===== src/verilog/cpuPkg.sv =====
// Widths, encodings and control word layouts shared by the whole core
// Microroutine addresses here must agree with the table in microProgramRom
// No interrupts, stack or indexed modes in this instruction set
`default_nettype none

package cpuPkg;

    ////////////////////////////////////////////////////////////////////////////
    // Widths and fixed addresses

    localparam int dataWidth  = 8;                            // Data bus and registers
    localparam int addrWidth  = 16;                           // External address bus
    localparam int uAddrWidth = 5;                            // 32 microwords

    localparam logic [addrWidth-1:0] resetVector = 16'h0200;  // First fetch after reset

    ////////////////////////////////////////////////////////////////////////////
    // Control field encodings

    typedef enum logic [1:0] {
        ioNone  = 2'b00,                                      // Internal cycle
        ioWrite = 2'b01,
        ioRead  = 2'b10,
        ioFetch = 2'b11                                       // Opcode fetch
    } ioOpE;

    typedef enum logic [1:0] {
        seqNext,                                              // uPc + 1
        seqBranch,                                            // Take branchAddr
        seqDispatch                                           // Take opcode entry
    } seqOpE;

    typedef enum logic [2:0] {
        naHold,
        naPcInc,
        naMarFromOps,                                         // MAR <= {op2, op1}
        naPcFromOps,                                          // AO = {op2, op1}, PC one past
        naUseMar
    } naOpE;

    typedef enum logic [2:0] {
        aluNone, aluLoad, aluAdd, aluAnd, aluOr, aluXor, aluClc, aluSec
    } aluOpE;

    // Supported 6502 opcodes
    typedef enum logic [7:0] {
        opLdaImm = 8'hA9,
        opLdaAbs = 8'hAD,
        opStaAbs = 8'h8D,
        opAdcImm = 8'h69,
        opAndImm = 8'h29,
        opOraImm = 8'h09,
        opEorImm = 8'h49,
        opJmpAbs = 8'h4C,
        opClc    = 8'h18,
        opSec    = 8'h38,
        opNop    = 8'hEA
    } opcodeE;

    // Microroutine start addresses
    localparam logic [uAddrWidth-1:0] uFetch    = 5'd0;
    localparam logic [uAddrWidth-1:0] uImm      = 5'd1;
    localparam logic [uAddrWidth-1:0] uLdaLo    = 5'd2;
    localparam logic [uAddrWidth-1:0] uLdaHi    = 5'd3;
    localparam logic [uAddrWidth-1:0] uLdaRead  = 5'd4;
    localparam logic [uAddrWidth-1:0] uStaLo    = 5'd5;
    localparam logic [uAddrWidth-1:0] uStaHi    = 5'd6;
    localparam logic [uAddrWidth-1:0] uStaWrite = 5'd7;
    localparam logic [uAddrWidth-1:0] uJmpLo    = 5'd8;
    localparam logic [uAddrWidth-1:0] uJmpHi    = 5'd9;
    localparam logic [uAddrWidth-1:0] uJmpLoad  = 5'd10;

    ////////////////////////////////////////////////////////////////////////////
    // Control words

    typedef struct packed {
        seqOpE                  seqOp;
        logic [uAddrWidth-1:0]  branchAddr;
        ioOpE                   ioOp;
        naOpE                   naOp;
        logic                   ldOp1;                        // op1 <= DI
        logic                   ldOp2;                        // op2 <= DI
        logic                   aluEn;                        // Run the decoded ALU op
    } microWordT;

    typedef struct packed {
        aluOpE                  aluOp;
        logic [uAddrWidth-1:0]  entry;                        // Microroutine start
    } decodeT;

    typedef struct packed {
        logic n;
        logic z;
        logic c;
    } flagsT;

    // Fetch word also serves as the reset value of the microword register
    localparam microWordT fetchWord = '{seqOp: seqDispatch, branchAddr: uFetch,
                                        ioOp: ioFetch, naOp: naPcInc,
                                        ldOp1: 1'b0, ldOp2: 1'b0, aluEn: 1'b1};

endpackage

`default_nettype wire


===== src/verilog/microSequencer.sv =====
// Microprogram address sequencer
// uAddr is the next microaddress, fed to the registered microprogram ROM
`timescale 1ns/1ps
`default_nettype none

module microSequencer (
    input  wire                                 Clk,
    input  wire                                 rst,
    input  wire                                 rdy,      // Core clock enable
    input  wire cpuPkg::microWordT              uWord,    // Current microword
    input  wire [cpuPkg::uAddrWidth-1:0]        entry,    // Opcode entry from decoder
    output logic [cpuPkg::uAddrWidth-1:0]       uAddr
);

    logic [cpuPkg::uAddrWidth-1:0] uPc;                   // Address of current microword

    // Next address select
    always_comb
    begin
        case (uWord.seqOp)
            cpuPkg::seqNext:     uAddr = uPc + 1'b1;
            cpuPkg::seqBranch:   uAddr = uWord.branchAddr;
            cpuPkg::seqDispatch: uAddr = entry;           // Same edge as decode load
            default:             uAddr = uPc;             // Spare code holds
        endcase
    end

    // Tracks the ROM register so seqNext counts from the running word
    always_ff @(posedge Clk)
    begin
        if (rst)
        begin
            uPc <= cpuPkg::uFetch;
        end
        else if (rdy)
        begin
            uPc <= uAddr;
        end
    end

endmodule

`default_nettype wire


===== src/verilog/microProgramRom.sv =====
// Microcode table with the registered microword
// Unused addresses return the fetch word
`timescale 1ns/1ps
`default_nettype none

module microProgramRom (
    input  wire                             Clk,
    input  wire                             rst,
    input  wire                             rdy,
    input  wire [cpuPkg::uAddrWidth-1:0]    uAddr,
    output cpuPkg::microWordT               uWord
);

    cpuPkg::microWordT romWord;

    ////////////////////////////////////////////////////////////////////////////
    // Microroutines

    always_comb
    begin
        case (uAddr)
            cpuPkg::uFetch: romWord = cpuPkg::fetchWord;
            // Immediate operand, ALU op runs during the next fetch
            cpuPkg::uImm: romWord = '{seqOp: cpuPkg::seqBranch, branchAddr: cpuPkg::uFetch,
                ioOp: cpuPkg::ioRead, naOp: cpuPkg::naPcInc,
                ldOp1: 1'b1, ldOp2: 1'b0, aluEn: 1'b0};
            cpuPkg::uLdaLo: romWord = '{seqOp: cpuPkg::seqNext, branchAddr: cpuPkg::uFetch,
                ioOp: cpuPkg::ioRead, naOp: cpuPkg::naPcInc,
                ldOp1: 1'b1, ldOp2: 1'b0, aluEn: 1'b0};
            cpuPkg::uLdaHi: romWord = '{seqOp: cpuPkg::seqNext, branchAddr: cpuPkg::uFetch,
                ioOp: cpuPkg::ioRead, naOp: cpuPkg::naPcInc,
                ldOp1: 1'b0, ldOp2: 1'b1, aluEn: 1'b0};
            // Data byte goes to op1 for aluLoad
            cpuPkg::uLdaRead: romWord = '{seqOp: cpuPkg::seqBranch, branchAddr: cpuPkg::uFetch,
                ioOp: cpuPkg::ioRead, naOp: cpuPkg::naMarFromOps,
                ldOp1: 1'b1, ldOp2: 1'b0, aluEn: 1'b0};
            cpuPkg::uStaLo: romWord = '{seqOp: cpuPkg::seqNext, branchAddr: cpuPkg::uFetch,
                ioOp: cpuPkg::ioRead, naOp: cpuPkg::naPcInc,
                ldOp1: 1'b1, ldOp2: 1'b0, aluEn: 1'b0};
            cpuPkg::uStaHi: romWord = '{seqOp: cpuPkg::seqNext, branchAddr: cpuPkg::uFetch,
                ioOp: cpuPkg::ioRead, naOp: cpuPkg::naPcInc,
                ldOp1: 1'b0, ldOp2: 1'b1, aluEn: 1'b0};
            cpuPkg::uStaWrite: romWord = '{seqOp: cpuPkg::seqBranch, branchAddr: cpuPkg::uFetch,
                ioOp: cpuPkg::ioWrite, naOp: cpuPkg::naMarFromOps,
                ldOp1: 1'b0, ldOp2: 1'b0, aluEn: 1'b0};
            cpuPkg::uJmpLo: romWord = '{seqOp: cpuPkg::seqNext, branchAddr: cpuPkg::uFetch,
                ioOp: cpuPkg::ioRead, naOp: cpuPkg::naPcInc,
                ldOp1: 1'b1, ldOp2: 1'b0, aluEn: 1'b0};
            cpuPkg::uJmpHi: romWord = '{seqOp: cpuPkg::seqNext, branchAddr: cpuPkg::uFetch,
                ioOp: cpuPkg::ioRead, naOp: cpuPkg::naHold,
                ldOp1: 1'b0, ldOp2: 1'b1, aluEn: 1'b0};
            // Opcode fetch at the target while the PC moves past it
            cpuPkg::uJmpLoad: romWord = '{seqOp: cpuPkg::seqDispatch,
                branchAddr: cpuPkg::uFetch, ioOp: cpuPkg::ioFetch, naOp: cpuPkg::naPcFromOps,
                ldOp1: 1'b0, ldOp2: 1'b0, aluEn: 1'b1};
            default: romWord = cpuPkg::fetchWord;
        endcase
    end

    // Pipeline register, holds while the bus waits
    always_ff @(posedge Clk)
    begin
        if (rst)
        begin
            uWord <= cpuPkg::fetchWord;
        end
        else if (rdy)
        begin
            uWord <= romWord;
        end
    end

endmodule

`default_nettype wire


===== src/verilog/instrDecoder.sv =====
// Opcode decode table and decode register
// Unknown opcodes decode as a one cycle NOP
`timescale 1ns/1ps
`default_nettype none

module instrDecoder (
    input  wire                             Clk,
    input  wire                             rst,
    input  wire                             load,     // Fetch completing this edge
    input  wire [cpuPkg::dataWidth-1:0]     DI,
    output logic [cpuPkg::uAddrWidth-1:0]   entry,    // Unregistered, for dispatch
    output cpuPkg::decodeT                  dec
);

    cpuPkg::decodeT lookup;

    always_comb
    begin
        lookup = '{cpuPkg::aluNone, cpuPkg::uFetch};  // NOP, CLC, SEC and undefined
        case (DI)
            cpuPkg::opLdaImm: lookup = '{cpuPkg::aluLoad, cpuPkg::uImm};
            cpuPkg::opAdcImm: lookup = '{cpuPkg::aluAdd,  cpuPkg::uImm};
            cpuPkg::opAndImm: lookup = '{cpuPkg::aluAnd,  cpuPkg::uImm};
            cpuPkg::opOraImm: lookup = '{cpuPkg::aluOr,   cpuPkg::uImm};
            cpuPkg::opEorImm: lookup = '{cpuPkg::aluXor,  cpuPkg::uImm};
            cpuPkg::opLdaAbs: lookup = '{cpuPkg::aluLoad, cpuPkg::uLdaLo};
            cpuPkg::opStaAbs: lookup = '{cpuPkg::aluNone, cpuPkg::uStaLo};
            cpuPkg::opJmpAbs: lookup = '{cpuPkg::aluNone, cpuPkg::uJmpLo};
            cpuPkg::opClc:    lookup = '{cpuPkg::aluClc,  cpuPkg::uFetch};
            cpuPkg::opSec:    lookup = '{cpuPkg::aluSec,  cpuPkg::uFetch};
            default:          ;
        endcase
    end

    assign entry = lookup.entry;

    always_ff @(posedge Clk)
    begin
        if (rst)
        begin
            dec <= '{cpuPkg::aluNone, cpuPkg::uFetch};
        end
        else if (load)
        begin
            dec <= lookup;                            // Held until the next fetch
        end
    end

endmodule

`default_nettype wire


===== src/verilog/addrGen.sv =====
// Program counter, memory address register and address output select
// On naMarFromOps and naPcFromOps the operand pair drives AO directly
// PC wraps at 64K
`timescale 1ns/1ps
`default_nettype none

module addrGen (
    input  wire                             Clk,
    input  wire                             rst,
    input  wire                             rdy,
    input  wire cpuPkg::naOpE               naOp,
    input  wire [cpuPkg::dataWidth-1:0]     op1,      // Low byte
    input  wire [cpuPkg::dataWidth-1:0]     op2,      // High byte
    output logic [cpuPkg::addrWidth-1:0]    AO
);

    logic [cpuPkg::addrWidth-1:0] pc;
    logic [cpuPkg::addrWidth-1:0] mar;
    logic [cpuPkg::addrWidth-1:0] opsAddr;

    assign opsAddr = {op2, op1};

    always_ff @(posedge Clk)
    begin
        if (rst)
        begin
            pc <= cpuPkg::resetVector;
        end
        else if (rdy)
        begin
            case (naOp)
                cpuPkg::naPcInc:     pc <= pc + 1'b1;
                cpuPkg::naPcFromOps: pc <= opsAddr + 1'b1;    // Past the JMP target
                default:             ;
            endcase
        end
    end

    always_ff @(posedge Clk)
    begin
        if (rdy && naOp == cpuPkg::naMarFromOps)
        begin
            mar <= opsAddr;
        end
    end

    // Address out, stable while Wait stalls the core
    always_comb
    begin
        case (naOp)
            cpuPkg::naUseMar:     AO = mar;
            cpuPkg::naMarFromOps: AO = opsAddr;       // Bypass of the MAR load
            cpuPkg::naPcFromOps:  AO = opsAddr;       // Opcode fetch at the JMP target
            default:              AO = pc;
        endcase
    end

endmodule

`default_nettype wire


===== src/verilog/alu.sv =====
// Accumulator ALU with N, Z and C flags
// No overflow flag and no decimal mode
`timescale 1ns/1ps
`default_nettype none

module alu (
    input  wire                             Clk,
    input  wire                             rst,
    input  wire                             exec,     // aluEn qualified by Rdy
    input  wire cpuPkg::aluOpE              aluOp,
    input  wire [cpuPkg::dataWidth-1:0]     operand,
    output logic [cpuPkg::dataWidth-1:0]    A,
    output cpuPkg::flagsT                   flags
);

    logic [cpuPkg::dataWidth:0]   sum;                // Carry out in the top bit
    logic [cpuPkg::dataWidth-1:0] result;
    logic                         newC;
    logic                         updNz;

    assign sum = {1'b0, A} + {1'b0, operand} + {{cpuPkg::dataWidth{1'b0}}, flags.c};

    always_comb
    begin
        result = A;
        newC   = flags.c;
        updNz  = 1'b1;
        case (aluOp)
            cpuPkg::aluLoad: result = operand;
            cpuPkg::aluAdd:
            begin
                result = sum[cpuPkg::dataWidth-1:0];
                newC   = sum[cpuPkg::dataWidth];
            end
            cpuPkg::aluAnd:  result = A & operand;
            cpuPkg::aluOr:   result = A | operand;
            cpuPkg::aluXor:  result = A ^ operand;
            cpuPkg::aluClc:
            begin
                newC  = 1'b0;
                updNz = 1'b0;                         // Carry only
            end
            cpuPkg::aluSec:
            begin
                newC  = 1'b1;
                updNz = 1'b0;
            end
            default: updNz = 1'b0;                    // aluNone leaves everything
        endcase
    end

    always_ff @(posedge Clk)
    begin
        if (rst)
        begin
            A     <= '0;
            flags <= '0;
        end
        else if (exec)
        begin
            A       <= result;
            flags.c <= newC;
            if (updNz)
            begin
                flags.n <= result[cpuPkg::dataWidth-1];
                flags.z <= ~|result;
            end
        end
    end

endmodule

`default_nettype wire


===== src/verilog/cpuCore.sv =====
// Microprogrammed 8-bit core running a small 6502 subset
// Memory stretches any bus cycle by holding Wait high, the whole core stalls
// The ALU op of one instruction completes during the next opcode fetch
`timescale 1ns/1ps
`default_nettype none

module cpuCore (
    input  wire                             Clk,
    input  wire                             rst,
    input  wire                             Wait,     // Memory not ready
    input  wire [cpuPkg::dataWidth-1:0]     DI,
    output cpuPkg::ioOpE                    IO_Op,
    output logic [cpuPkg::addrWidth-1:0]    AO,
    output logic [cpuPkg::dataWidth-1:0]    DO,
    output logic                            Done,     // Pulse after each fetch
    output logic [cpuPkg::dataWidth-1:0]    A,
    output cpuPkg::flagsT                   flags
);

    logic                             rdy;            // Clock enable for all state
    logic                             fetchDone;
    logic                             exec;
    cpuPkg::microWordT                uWord;
    cpuPkg::decodeT                   dec;
    logic [cpuPkg::uAddrWidth-1:0]    uAddr;
    logic [cpuPkg::uAddrWidth-1:0]    entry;
    logic [cpuPkg::dataWidth-1:0]     op1;
    logic [cpuPkg::dataWidth-1:0]     op2;

    ////////////////////////////////////////////////////////////////////////////
    // Bus handshake and strobes

    assign IO_Op     = uWord.ioOp;
    assign rdy       = (uWord.ioOp == cpuPkg::ioNone) | ~Wait;
    assign fetchDone = (uWord.ioOp == cpuPkg::ioFetch) & rdy;
    assign exec      = uWord.aluEn & rdy;
    assign DO        = A;                             // STA is the only writer

    always_ff @(posedge Clk)
    begin
        if (rst)
        begin
            Done <= 1'b0;
        end
        else
        begin
            Done <= fetchDone;
        end
    end

    // Operand registers
    always_ff @(posedge Clk)
    begin
        if (rdy && uWord.ldOp1)
        begin
            op1 <= DI;
        end
        if (rdy && uWord.ldOp2)
        begin
            op2 <= DI;
        end
    end

    ////////////////////////////////////////////////////////////////////////////
    // Datapath and control blocks

    microSequencer microSequencer_inst (
        .Clk   (Clk),
        .rst   (rst),
        .rdy   (rdy),
        .uWord (uWord),
        .entry (entry),
        .uAddr (uAddr)
    );

    microProgramRom microProgramRom_inst (
        .Clk   (Clk),
        .rst   (rst),
        .rdy   (rdy),
        .uAddr (uAddr),
        .uWord (uWord)
    );

    instrDecoder instrDecoder_inst (
        .Clk   (Clk),
        .rst   (rst),
        .load  (fetchDone),
        .DI    (DI),
        .entry (entry),
        .dec   (dec)
    );

    addrGen addrGen_inst (
        .Clk  (Clk),
        .rst  (rst),
        .rdy  (rdy),
        .naOp (uWord.naOp),
        .op1  (op1),
        .op2  (op2),
        .AO   (AO)
    );

    alu alu_inst (
        .Clk     (Clk),
        .rst     (rst),
        .exec    (exec),
        .aluOp   (dec.aluOp),
        .operand (op1),
        .A       (A),
        .flags   (flags)
    );

endmodule

`default_nettype wire


===== config.mk =====
export PLATFORM = sky130hd
export DESIGN_NAME = cpuCore
export DESIGN_NICKNAME = d
export VERILOG_FILES = /design/src/verilog/cpuPkg.sv /design/src/verilog/microSequencer.sv /design/src/verilog/microProgramRom.sv /design/src/verilog/instrDecoder.sv /design/src/verilog/addrGen.sv /design/src/verilog/alu.sv /design/src/verilog/cpuCore.sv
export SDC_FILE = /design/constraint.sdc
export NUM_CORES = 1
export LEC_CHECK = 0
export ABC_AREA = 0
export BUFFER_PORTS_ARGS = -buffer_cell sky130_fd_sc_hd__buf_4
export CORE_UTILIZATION = 54
export CTS_CLUSTER_DIAMETER = 40
export DETAILED_ROUTE_END_ITERATION = 8
export GPL_TIMING_DRIVEN = 0
export PLACE_DENSITY = 0.75
export SETUP_SLACK_MARGIN = 0.3
export SYNTH_ARGS = -nofsm -noshare
export SYNTH_HDL_FRONTEND = slang
export SYNTH_SLANG_ARGS = --single-unit
export TNS_END_PERCENT = 30

===== constraint.sdc =====
create_clock -name Clk -period 2.6 [get_ports Clk]
set_input_delay 0.39 -clock Clk [delete_from_list [all_inputs] [get_ports Clk]]
set_output_delay 0.39 -clock Clk [all_outputs]
set_load 0.05 [all_outputs]

Word-level counts from Yosys, hierarchy flattened
Memory sizes are Yosys's and may differ from the RTL's. Index checks and enable logic that the tools add are counted.

Bits in registers: 83. Bits in read-only memories: 144. Logic and storage cells: 77. Memories kept: 1.

Add/sub/neg operators: 5. Equal/unequal tests: 24. Muxes and demuxes: 8. Bitwise operators: 7. Reductions and logical operators: 14.

Memories: (name not given) (words 16, bits a word 9, read ports 1, clocked after Yosys merged registers in 0, wr ports 0, RTL line microProgramRom.sv:21) `case (uAddr)`.

Operators by type and width (number): 8-bit one-hot mux with 10 select lines (1); 16-bit one-hot mux with 2 select lines (2); 8-bit one-hot mux with 5 select lines (1); 16-bit by 1-bit adder with 16-bit output, second input constant (2); 8-bit by 7-bit equality test with 1-bit output, second input constant (3); 8-bit equality test, second input constant (3); 8-bit by 6-bit equality test with 1-bit output, second input constant (2); 3-bit equality test, second input constant (5); 15-bit two-way mux (1); 5-bit one-hot mux with 3 select lines (1); 3-bit by 2-bit equality test with 1-bit output, second input constant (4); 8-bit by 8-bit adder with 9-bit output (1); 9-bit by 1-bit adder with 9-bit output (1); 8-bit bitwise AND (1); 8-bit by 4-bit equality test with 1-bit output, second input constant (1); 8-bit by 5-bit equality test with 1-bit output, second input constant (1); 8-bit bitwise OR (1); 8-bit OR reduction (1); 8-bit bitwise XOR (1); 3-bit by 1-bit equality test with 1-bit output, second input constant (2); 2-bit AND reduction (3); 5-bit by 1-bit adder with 5-bit output, second input constant (1); 5-bit OR reduction (1); 2-bit equality test, second input constant (2); other kinds (12) (16).

Logic depth before layout (Yosys ltp)
Depth after elaboration: 5. Gate-level depth with buffers: 13. Depth with buffers taken out: 10.

Cells and area by module
A second synthesis with hierarchy kept.

Cell total of the unflattened synthesis: 697. Area total of the unflattened synthesis: 5865.6 µm².

By module, submodules not included: addrGen (times used 1, cells an instance 279, area each 2259.7 µm², sequential area each 800.8 µm²); alu (times used 1, cells an instance 204, area each 1458.9 µm², sequential area each 220.2 µm²); cpuCore (times used 1, cells an instance 32, area each 600.6 µm², sequential area each 500.5 µm²); microProgramRom (times used 1, cells an instance 62, area each 544.3 µm², sequential area each 160.2 µm²); microSequencer (times used 1, cells an instance 63, area each 519.2 µm², sequential area each 100.1 µm²); instrDecoder (times used 1, cells an instance 57, area each 483.0 µm², sequential area each 140.1 µm²).

Worst setup path before layout
Ideal clock, no wire load.

Path type: register -> register. From: register alu_inst.A[0] in the netlist's numbering. To: register alu_inst.flags[1] (netlist name). Arrival time: 2625 ps. Data required time: 2541 ps. Setup slack: -84 ps. Stages on the path, launching flop included: 11. Buffers on the path: 0. Period minus slack after synthesis: 2684 ps. Cells stage by stage: dfxtp_1 fa_1 inv_1 fa_1 or3b_2 a21oi_1 a211o_1 nor4_2 o221ai_1 a221oi_2 a31o_1.

Cells in the longest elaborated chain, start to end: 5. Elaborated cells on any way between the ends: 8. Classes of those cells: add/sub: 2; mux: 1; bitwise: 3; reduce/logical: 2.

Ends and longest elaborated chain: start, declared (RTL line alu.sv:12) `output logic [cpuPkg::dataWidth-1:0] A,`; start signal, assigned (RTL line alu.sv:61) `A <= result;`; 8-bit by 8-bit adder with 9-bit output (RTL line alu.sv:21) `assign sum = {1'b0, A} + {1'b0, operand} + {{cpuPkg::dataWidth{1'b0}}, flags.c};`; 9-bit by 1-bit adder with 9-bit output (RTL line alu.sv:21); 8-bit one-hot mux with 5 select lines * (RTL line alu.sv:28) `case (aluOp)`; 8-bit OR reduction * (RTL line alu.sv:66) `flags.z <= ~|result;`; 1-bit logical NOT * (RTL line alu.sv:66).

Mark *: on every way between the ends. The rest lies on a longest branch, timed or not. A chain may end at the register's enable or synchronous reset.

Final worst setup path
From: register op1[0] in the netlist's numbering. To: register alu_inst.flags[1] (netlist name).

Cells in the longest elaborated chain, start to end: 5. Elaborated cells on any way between the ends: 8. Classes of those cells: add/sub: 2; mux: 1; bitwise: 3; reduce/logical: 2.

Ends and longest elaborated chain: start, declared (RTL line cpuCore.sv:27) `logic [cpuPkg::dataWidth-1:0] op1;`; start signal, assigned (RTL line cpuCore.sv:56) `op1 <= DI;`; 8-bit by 8-bit adder with 9-bit output (RTL line alu.sv:21); 9-bit by 1-bit adder with 9-bit output (RTL line alu.sv:21); 8-bit one-hot mux with 5 select lines * (RTL line alu.sv:28); 8-bit OR reduction * (RTL line alu.sv:66); 1-bit logical NOT * (RTL line alu.sv:66).

Marked as above.

==> out/results.ini <==
[outcome]
outcome = finished clean

[clock_tree]
clock-sinks = 60
clk_pin_slew_ns = 0.08
cts_tree = yes
cts_buffers = 9
cts-root-buf = clkbuf_8
htree_levels = 3
cts.path.max_buffers = 2
clk_latency_ns = 0.35
cts_hold_buf = 0

[run]
cap_violations = 0

[global_route]
grt_pass1_wl_microns = 21700
grt_max_degree = 13
grt_pass1_vias = 4284
antenna_found_initial = 0
grt-ovfl-total = 0
track_usage_pct = 31.7

[critical_path]
cp-start-kind = flip-flop
crit_required_ns = 2.84
end_kind = flip-flop
critPathCapture = alu_inst.flags[1]
regToRegSetupSlack_ns = 0.03
critPathLaunch = op1[0]
critPathKind = flip-flop to flip-flop
worstPathArrival_ns = 2.81
rr_worst_depth = 10
rr_startpoint = op1[0]
r2r-end = alu_inst.flags[1]
crit_fanout = 2

[finish]
num_antenna_cells = 0
fillerInstances = 702
area_delta_synth_final_pct = 22.4
layout_commonest_cell = buf_4
final_nets = 673
final_cell_mix = buf_4 (77), nand2_1 (57), a21oi_1 (42)
drive_gt1_share_pct = 29.2

[floorplan]
die_area_sq_um = 8900
rows = 33
die_h_microns = 94.3
die_w_microns = 94.3
coreArea_sq_um = 8220
io-pin-count = 49
start_util_pct = 56.0

[routing]
drtPass1Iterations = 5
vias = 4812
drt_wl_total_microns = 13900
via_per_inst = 6.43
antenna_left = 0
drt_iter0_drc = 469
wl_per_cell_microns = 18.6
route.detailed.drc = 0

[sta]
finalClockSkew_ns = 0.0136
slew_headroom_pct = 50.1
grt_setup_unrepaired = yes
min_period_ns = 2.57
worst_pin_slew_ns = 0.748
fin_ws_ns = 0.0292
drv_slew = 0
finalHoldViolations = 0
setup_viol = 0
whs_ns = 0.239
period_share_pct = 98.9
timing.fmax_ghz = 0.389

[pwr]
peakVddDrop_v = 0.000308
power_leakage_nw = 2.19
p_per_area_nw_per_um2 = 359
finalPower_mw = 2.02

[synth]
ys.flop_type = dfxtp_1
syn_inst = 562
yosys_warnings = 0
synth_area_leaders = dfxtp_1 (19%), edfxtp_1 (10%), ha_1 (6.0%)
synth.top_cell.area_share_pct = 19.1
seq_area_frac_synth_pct = 29.6
netlist_area_sq_um = 4600
ys_ff_latch = 60
synth_top_area_cell = dfxtp_1
synth_edf_count = 16
synthArstFlopShare_pct = 0
synth_nets = 597
synth_cell_types = 76
syn_area_per_cell_sq_um = 8.19

[placement]
port_buffers = 48
place_congestion = 0.936
dp_hpwl_microns = 9620
dp_slack_ns = -0.338

[min_path]
hold_path.class = input port to flip-flop

## final cells by class
type / instances / area, sq um / share of cell area, %
Buffer: 46 / 302 / 5.35
Clock buffer: 9 / 124 / 2.20
Clock inverter: 7 / 51.3 / 0.911
Inverter: 29 / 109 / 1.93
Multi-Input combinational cell: 427 / 3050 / 54.2
Sequential cell: 60 / 1380 / 24.4
Tap cell: 105 / 131 / 2.33
Timing Repair Buffer: 65 / 488 / 8.66
## sequential cells by signal, indices dropped and copies added, names as in the netlist
name	flops
addrGen_inst.pc	16
alu_inst.A	8
microProgramRom_inst.uWord	8
op1	8
op2	8
microSequencer_inst.uPc	5
alu_inst.flags	3
instrDecoder_inst.dec	3
Done	1
## critical path, cell delays in order, from the launching register on
cell	delay, ns
edfxtp_1	0.49
fa_2	0.42
inv_2	0.07
fa_1	0.41
or3b_4	0.38
a21oi_2	0.12
a211o_1	0.17
nor4_4	0.07
o221ai_2	0.08
a221oi_2	0.05
a31o_1	0.20
## routing by layer
layer	share of wire, %	GRT usage, %	vias to the layer above
li1	-	-	2228
met1	44	43.2	2300
met2	47	49.3	253
met3	7.1	5.18	31
met4	2.3	14.0	0
met5	0	0	-
## logic make-up after synthesis
family / Yosys count / share of synthesized area, %
fa+ha+maj: 24 / 6.85
simple gates: 176 / 19.2
xor+xnor: 6 / 1.14
mux: 29 / 6.88
flops: 60 / 29.6
compound gates: 192 / 28.4
buf+inv: 75 / 7.88
## cells in the mapped netlist (15+ instances only)
master	n
a211oi_1	15
a21oi_1	44
clkbuf_1	17
dfxtp_1	44
edfxtp_1	16
ha_1	22
inv_1	29
mux2_2	17
nand2_1	58
nand3_1	23
nor2_1	38
o21ai_0	35
## worst min-delay path by stage
stage	endpoint	cells after the start	start	slack (ns)
floorplan	microProgramRom_inst.uWord[1]	2	microProgramRom_inst.uWord[1]	0.42
global placement	microProgramRom_inst.uWord[1]	2	microProgramRom_inst.uWord[1]	0.44
detailed placement	microProgramRom_inst.uWord[1]	2	microProgramRom_inst.uWord[1]	0.45
CTS	op2[1]	1	DI[1]	0.23
global route	op1[0]	1	DI[0]	0.23
finish	op2[1]	1	DI[1]	0.24
## power by group
part           leakage, nW  switching [mW]  internal [mW]  total (mW)
Clock               0.0856           0.436          0.348       0.784
Sequential           0.504          0.0208          0.971       0.992
Combinational         1.60           0.157         0.0877       0.244
Total                 2.19           0.614           1.41        2.02
## through the flow
| stage | std cells | setup TNS [ns] | area [sq um] | util (%) |
|---|---|---|---|---|
| after floorplan | 562 | 0 | 4620 | - |
| after global placement | 715 | -0.534 | 5120 | 62.3 |
| after detailed placement | 715 | -0.881 | 5120 | 62.3 |
| after CTS | 736 | -0.00659 | 5420 | 66.0 |
| after global routing | 748 | -0.0394 | 5630 | 68.6 |
| final | 748 | 0 | 5630 | 68.6 |
## timing repair
action / CTS / global route
cloned: 0 / 0
pin swaps: 8 / 14
setup buffers: 5 / 12
endpoints found under the setup margin: 25 / 44
gates resized for setup: 26 / 39
No activity file was read; power rests on OpenSTA's default activity.
